--- config.mk ---
export PLATFORM = sky130hd
export DESIGN_NAME = cp_stage
export DESIGN_NICKNAME = d
export VERILOG_FILES = /design/src/verilog/turbine_pkg.sv /design/src/verilog/cp_stage.sv
export SDC_FILE = /design/constraint.sdc
export NUM_CORES = 1
export LEC_CHECK = 0
export CAP_MARGIN = 20
export CORE_AREA = 3 3 74 76
export DETAILED_ROUTE_END_ITERATION = 10
export DIE_AREA = 0 0 77 79
export DONT_BUFFER_PORTS = 1
export HOLD_SLACK_MARGIN = 0.06
export PLACE_DENSITY = 0.73
export RECOVER_POWER = 50
export SYNTH_ARGS = -nofsm -noshare
export SYNTH_HDL_FRONTEND = slang
export SYNTH_SLANG_ARGS = --single-unit
--- constraint.sdc ---
create_clock -name clk_sim -period 1.19 [get_ports clk_sim]
set_clock_uncertainty 0.15 [all_clocks]
set_input_delay 0.357 -clock clk_sim [delete_from_list [all_inputs] [get_ports clk_sim]]
set_output_delay 0.357 -clock clk_sim [all_outputs]
set_load 0.02 [all_outputs]
--- src/verilog/cp_table.hex ---
// cp at zero pitch in Q16.16, entry i is tip speed ratio i/4, from 0 to 16
FFFFF800
FFFFF800
FFFFFC00
FFFFFC00
00000000
00000400
00000800
00000C00
00001000
00001800
00001C00
00002400
00002C00
00003000
00003800
00004000
00004800
00004C00
00005400
00005800
00006000
00006400
00006800
00006C00
00007000
00007400
00007400
00007800
00007800
00007800
00007C00
00007C00
00007C00
00007C00
00007C00
00007800
00007800
00007800
00007400
00007400
00007000
00007000
00006C00
00006800
00006800
00006400
00006000
00005C00
00005800
00005400
00005000
00004C00
00004800
00004400
00004000
00003C00
00003800
00003400
00003000
00002C00
00002800
00002400
00002000
00001C00
00001800

--- src/verilog/turbine_pkg.sv ---
package turbine_pkg;

  // signed Q16.16 for wind speed, rotor speed, tip speed ratio and cp
  typedef logic signed [31:0] speed_t;
  // signed Q32.16 for mechanical power and torque
  typedef logic signed [47:0] power_t;
  // full width of any intermediate product
  typedef logic signed [95:0] product_t;
  // power coefficient table index, 0 to 64
  typedef logic [6:0] cp_index_t;

  // fractional bits of the Q16.16 and Q32.16 formats
  localparam int Q_FRAC = 16;

  // rotor radius, 5.53 m
  localparam speed_t ROTOR_RADIUS = 32'h0005_87AE;
  // 0.5 * air density 1.08 * swept area 95.94
  localparam speed_t POWER_CONST = 32'h0033_CEBE;
  // tip speed ratio ceiling, 16.0
  localparam speed_t LAMBDA_MAX = 32'h0010_0000;
  // Betz limit, 0.593
  localparam speed_t CP_BETZ_LIMIT = 32'h0000_97CE;

  // cp table covers ratios 0 to 16 in quarter steps
  localparam int CP_ENTRIES = 65;
  localparam int CP_STEP_SHIFT = 14;

  // stage latencies in clock cycles
  localparam int DIV_LATENCY = 32;
  localparam int TIP_LATENCY = DIV_LATENCY + 1;
  localparam int CP_LATENCY = 2;
  localparam int POWER_LATENCY = 4;
  localparam int TORQUE_LATENCY = DIV_LATENCY + 1;
  localparam int PIPE_LATENCY = TIP_LATENCY + CP_LATENCY + POWER_LATENCY + TORQUE_LATENCY;

  // arithmetic right shift that rounds toward zero instead of down
  function automatic product_t shift_toward_zero(input product_t value,
                                                 input int unsigned amount);
    logic [95:0] magnitude;
    logic [95:0] scaled;
    magnitude = value[95] ? -value : value;
    scaled = magnitude >> amount;
    return value[95] ? -$signed(scaled) : $signed(scaled);
  endfunction

endpackage
--- src/verilog/cp_stage.sv ---
module cp_stage
  import turbine_pkg::*;
(
  input  logic   clk_sim,
  input  logic   reset,
  input  logic   tip_valid,
  input  speed_t tip_ratio,
  input  speed_t tip_wind,
  input  speed_t tip_rotor,
  output logic   cp_valid,
  output speed_t cp_value,
  output speed_t cp_wind,
  output speed_t cp_rotor
);

  // cp at zero pitch, one entry per quarter of tip speed ratio
  speed_t cp_rom [0:CP_ENTRIES-1];

  cp_index_t                idx;
  cp_index_t                idx_next;
  logic                     rd_valid;
  speed_t                   lo_q;
  speed_t                   hi_q;
  logic [CP_STEP_SHIFT-1:0] frac_q;
  speed_t                   wind_q;
  speed_t                   rotor_q;
  logic signed [32:0]       span;
  product_t                 span_prod;
  product_t                 step;

  initial begin
    $readmemh("/design/src/verilog/cp_table.hex", cp_rom);
  end

  // ratio never exceeds LAMBDA_MAX, so the index stays within 0 to 64
  assign idx = tip_ratio[CP_STEP_SHIFT +: $bits(cp_index_t)];
  // the last entry has no right neighbour
  assign idx_next = (idx == cp_index_t'(CP_ENTRIES - 1)) ? idx : idx + 1'b1;

  always_ff @(posedge clk_sim) begin
    if (reset) begin
      rd_valid <= 1'b0;
      cp_valid <= 1'b0;
    end else begin
      rd_valid <= tip_valid;
      cp_valid <= rd_valid;
    end
  end

  // first cycle, fetch both neighbours
  always_ff @(posedge clk_sim) begin
    lo_q <= cp_rom[idx];
    hi_q <= cp_rom[idx_next];
    frac_q <= tip_ratio[CP_STEP_SHIFT-1:0];
    wind_q <= tip_wind;
    rotor_q <= tip_rotor;
  end

  always_comb begin
    span = hi_q - lo_q;
    span_prod = span * $signed({1'b0, frac_q});
    step = shift_toward_zero(span_prod, CP_STEP_SHIFT);
  end

  // second cycle, linear interpolation
  always_ff @(posedge clk_sim) begin
    cp_value <= lo_q + speed_t'(step);
    cp_wind <= wind_q;
    cp_rotor <= rotor_q;
  end

  // a table entry above Betz would be a bad data file
  betz_bound: assert property (@(posedge clk_sim) disable iff (reset)
    cp_valid |-> cp_value < CP_BETZ_LIMIT);

endmodule

==> results of run 1 <==
-- cell type report --
| type | count | area, sq um | area share |
|---|---|---|---|
| sequential | 130 | 2850 | 0.663 |
| timing repair buffer | 66 | 661 | 0.154 |
| clock buffer | 21 | 469 | 0.109 |
| multi-input combinational | 34 | 133 | 0.0309 |
| clock inverter | 11 | 103 | 0.0239 |
| tap | 67 | 83.8 | 0.0195 |
-- synth_stat cells --
| master | number | area (sq um) |
|---|---|---|
| buf_4 | 32 | 240 |
| conb_1 | 1 | 3.75 |
| dfxtp_1 | 130 | 2600 |
| nor2b_1 | 2 | 12.5 |
-- state kept, by name, summed over array words and instances, names as in the netlist --
signal    flops
rd_valid      1
wind_q       32
cp_wind      32
cp_valid      1
rotor_q      32
cp_rotor     32
-- per-stage QoR --
stage	util	power, mW	hold slack [ps]	cell area (sq um)	setup WS (ps)
detailed placement	0.589	5.01	162	2820	240
global placement	0.589	5.00	159	2820	242
floorplan	-	5.05	160	2980	288
finish	0.898	9.94	162	4300	-202
global route	0.898	10.3	175	4300	-230
CTS	0.898	9.87	174	4300	-210
-- worst max-delay path by stage --
stage	start	to	depth (start not counted)
after floorplan	cp_rotor[0]$_DFF_P_	cp_rotor[0]	0
after global placement	cp_rotor[30]$_DFF_P_	cp_rotor[30]	0
after detailed placement	cp_rotor[23]$_DFF_P_	cp_rotor[23]	0
after CTS	cp_rotor[4]$_DFF_P_	cp_rotor[4]	0
after global routing	cp_rotor[4]$_DFF_P_	cp_rotor[4]	0
final	cp_rotor[4]$_DFF_P_	cp_rotor[4]	0
-- layer usage --
metal  wire length, microns  vias to the layer above  track usage
met4                     57                        0        0.107
met3                    639                        4        0.120
met5                      0                        -            0
li1                       -                      615            -
met1                   2250                      650        0.211
met2                   3660                       98        0.416
-- cells by family after synthesis --
kind of cell	after synthesis	synth area share
buffers and inverters	32	0.0840
flip-flops	130	0.910
AND/OR/NAND/NOR	2	0.00438
other	1	0.00131
-- power breakdown --
group | internal, mW | total [mW] | switching (mW)
sequential | 4.53 | 4.78 | 0.245
combinational | 0.146 | 0.276 | 0.130
clock | 3.00 | 4.89 | 1.88
-- timing repair --
| item | 4_1_cts | 5_1_grt |
|---|---|---|
| pin swaps | 0 | 0 |
| endpoints found under the setup margin | 65 | 65 |
| hold endpoints to repair | 66 | 0 |
| resized for setup | 130 | 0 |
| hold buffers | 66 | 0 |
-- layout by cell type (no fill, tap or decap), drive strengths merged --
cell type    count
conb            32
clkinv           5
clkinvlp         3
bufinv           1
dlygate4sd3     66
dfxtp          130
nor2b            2
inv              2
clkbuf          21
==> metrics, run 1 <==
vias in the first global route=1612; largest net degree at the start of global routing=17; status=finished with violations; Hold Crit Depth=0; post-placement cell count=231; violation count after the first detailed-route iteration=39; Die ar.=6080 sq um; post-CTS setup buffer count=0; CTS max path bufs=2; Root Driver=clkbuf_8; TritonCTS clock tree=yes; total CTS buffers=17; Setup-failing EPs final=65; WP data required=approximately 680 ps; Ys Warns=0; H-tree levels=4; worst r2r path cells=1; nets@finish=between 300 and 400; Max Freq=between 0.7 and 0.8 GHz; Hold Path Sink=cp_wind[8]$_DFF_P_; clock-pin slew on the worst setup and hold paths=70 ps; Mapped Area=roughly 2900 sq um; input/output buffers=0; Synth Instances=roughly 170; maximum VDD drop=1680 uV; RR Startpoint=rd_valid$_SDFF_PP0_; max-cap violation count=0; Die Y=a little under 80 microns; Antenna Nets Post-Route=0; setup ws final=-202 ps; Die X=a little under 80 microns; Starting Density=0.597; routability-driven placement congestion ratio=0.653; layout cells sized above 1=0.370; pwr/cell area=2310 nW/um^2; Num Clock Sinks=between 100 and 150; crit path kind=reg -> out; Vias=~1400; first-pass GRT wire length=roughly 9600 microns; n_diodes=0; Critical Path Fanout Max=1; Fill cells=approximately 170; worst r2r dst=cp_valid$_SDFF_PP0_; setup_tns=-11370 ps; failing checks=negative setup slack; area of the core=around 4800 sq um; R2R Setup Slk=roughly 520 ps; max-slew violations=0; Post-Layout Cell Count=around 330; num rows=25; initial antenna violation count=0; GRT overflow=0; vias per cell=approximately 4.2; Netlist cell types=4; final hold vios=0; area delta synth->final=50.2%; # IOs=~200; Worst setup EP type=output pin; startpoint types=flop; GRT Overall Usage=0.229; Yosys reg bits=130; HP Start=wind_q[8]$_DFF_P_; post-route clock period utilization=1.17; Pre-antenna DRT Iters=4; P_leak=approximately 1.8 nW; worst-skew pair later-pin latency=490 ps; drt total wl=~6600 microns; Post-DP HPWL=3260 microns; arrival time of the worst setup path=between 800 and 900 ps; RSZ-0062 raised after global routing=true; WL/cell=~20 microns; Seq/Total Area, Yosys=0.910; worst hold path class=reg -> reg; Post-route DRC=0; syn_area_per_cell=around 17 sq um; Final min period=1390 ps
Note: power is estimated with default switching activity, not from simulation.
==> inputs of run 2 (changes only) <==
REMOVE_ABC_BUFFERS = 1   (was not set)
==> run 2 against run 1 <==
Against the previous run: the flow still finishes with violations (negative setup slack); sequential cell count did not move; core utilization rose by 0.24 points; worst setup slack got worse by 13 ps; largest power group unchanged.
==> metrics, run 2 (synthesis gave the netlist of run 1 again) <==
final hold vios=0 (unchanged); HP Start=rotor_q[20]$_DFF_P_; H-tree levels=4 (unchanged); status=finished with violations; GR Util met3=0.155 (+0.0351); max-slew violations=0 (unchanged); Num Clock Sinks=130 (unchanged); Post-route DRC=0 (unchanged); worst hold path class=reg -> reg; P_leak=1.78 nW (+0.26%); first-pass GRT wire length=9620 microns (about the same); initial antenna violation count=0 (unchanged); n_diodes=0 (unchanged); RSZ-0062 raised after global routing=true; CTS max path bufs=2 (unchanged); input/output buffers=0 (unchanged); nets@finish=348 (unchanged); setup ws final=-215 ps (-12.6 ps); Worst setup EP type=output pin; Critical Path Fanout Max=1 (unchanged); Die ar.=6080 sq um (unchanged); clock-pin slew on the worst setup and hold paths=60 ps (about the same); area of the core=4790 sq um (unchanged); failing checks=negative setup slack; CP Launch Point=cp_wind[6]$_DFF_P_; Max Freq=0.712 GHz (-0.90%); vias per cell=4.12 (-0.80%); Root Driver=clkbuf_8; worst-skew pair later-pin latency=500 ps (about the same); crit path kind=reg -> out; Hold Crit Depth=0 (unchanged); WP data required=680 ps (about the same); Setup-failing EPs final=65 (unchanged); vias in the first global route=1610 (-0.12%); WL/cell=19.4 microns (-3.2%); Vias=1356 (-0.80%); num rows=25 (unchanged); arrival time of the worst setup path=900 ps (about the same); area delta synth->final=50.6%; grt peak-use layer=met2; Pre-antenna DRT Iters=2 (-2); GRT Overall Usage=0.230 (+0.000897); max-cap violation count=0 (unchanged); Hold Path Sink=cp_rotor[20]$_DFF_P_; worst r2r path cells=1 (unchanged); setup_tns=-12380 ps (-1010 ps); post-CTS setup buffer count=0 (unchanged); largest net degree at the start of global routing=17 (unchanged); startpoint types=flop; Starting Density=0.597 (unchanged); post-placement cell count=231 (unchanged); most common cell after layout, fill and taps aside=dlygate4sd3_1; Final Util=0.900 (+0.00235); drt total wl=6390 microns (-3.2%); Post-Layout Cell Count=329 (unchanged); routability-driven placement congestion ratio=0.630 (-3.5%); pwr/cell area=2330 nW/um^2 (+0.61%); TritonCTS clock tree=yes; # IOs=196 (unchanged); worst r2r dst=cp_valid$_SDFF_PP0_; Die Y=79 microns (unchanged); R2R Setup Slk=500 ps (-20 ps); violation count after the first detailed-route iteration=33 (-15%); maximum VDD drop=1880 uV (+12%); RR Startpoint=rd_valid$_SDFF_PP0_; met2 Usage GRT=0.411 (-0.00436); Final min period=1400 ps (+12.6 ps); total CTS buffers=17 (unchanged); Antenna Nets Post-Route=0 (unchanged); GRT overflow=0 (unchanged); post-route clock period utilization=1.18 (+0.0106); met1 global-route usage=0.195 (-0.0164); most frequent cells in the layout=66 x dlygate4sd3_1, 65 x dfxtp_4, 65 x dfxtp_1, 32 x conb_1, 16 x clkbuf_16; Die X=77 microns (unchanged); layout cells sized above 1=0.370 (unchanged)
## run 2: changes by cell type in the layout (fill, tap and decap cells not counted)
cell / change
clkbuf_8: -3
inv_8: +2
bufinv_16: +1
## run 2: stage by stage
step           hold WS, ps  setup WS [ps]  cell area (sq um)  total power [mW]
3_5_place_dp           162            210               2820              5.01
3_3_place_gp           159            203               2820              5.00
6_report               172           -215               4310              10.0
2_1_floorplan          160            288               2740              4.97
4_1_cts                169           -238               4310              10.0
5_1_grt                177           -250               4310              10.4
## run 2: worst max path at each step
stage               cells past startpoint  slack (ps)          end
floorplan                               0         290  cp_rotor[0]
global placement                        0         200   cp_wind[6]
detailed placement                      0         210   cp_wind[6]
CTS                                     0        -240   cp_wind[6]
global route                            0        -250   cp_wind[6]
finish                                  0        -210   cp_wind[6]
## run 2: repair_timing
item | 4_1_cts | 5_1_grt
gates cloned | 0 | 0
endpoints found under the hold margin | 66 | 0
hold buffers | 66 | 0
resized for setup | 130 | 0
endpoints found under the setup margin | 65 | 65
## run 2: cell type report
cell class	count	area, sq um
Clock buffer	18	428
Clock inverter	14	155
Fill cell	173	479
Multi-Input combinational cell	34	133
Sequential cell	130	2850
Tap cell	67	83.8
Timing Repair Buffer	66	661
## run 2: routing by layer
| metal | vias up | wire (microns) | share of wire |
|---|---|---|---|
| li1 | 614 | - | - |
| met2 | 114 | 3470 | 0.54 |
| met3 | 9 | 931 | 0.15 |
| met4 | 0 | 114 | 0.018 |
| met1 | 619 | 1870 | 0.29 |
| met5 | - | 0 | 0 |
## run 2: where the power goes
part,switching (mW),total [mW],internal (mW)
Clock,1.91,4.98,3.07
Combinational,0.129,0.275,0.145
Sequential,0.245,4.78,4.53
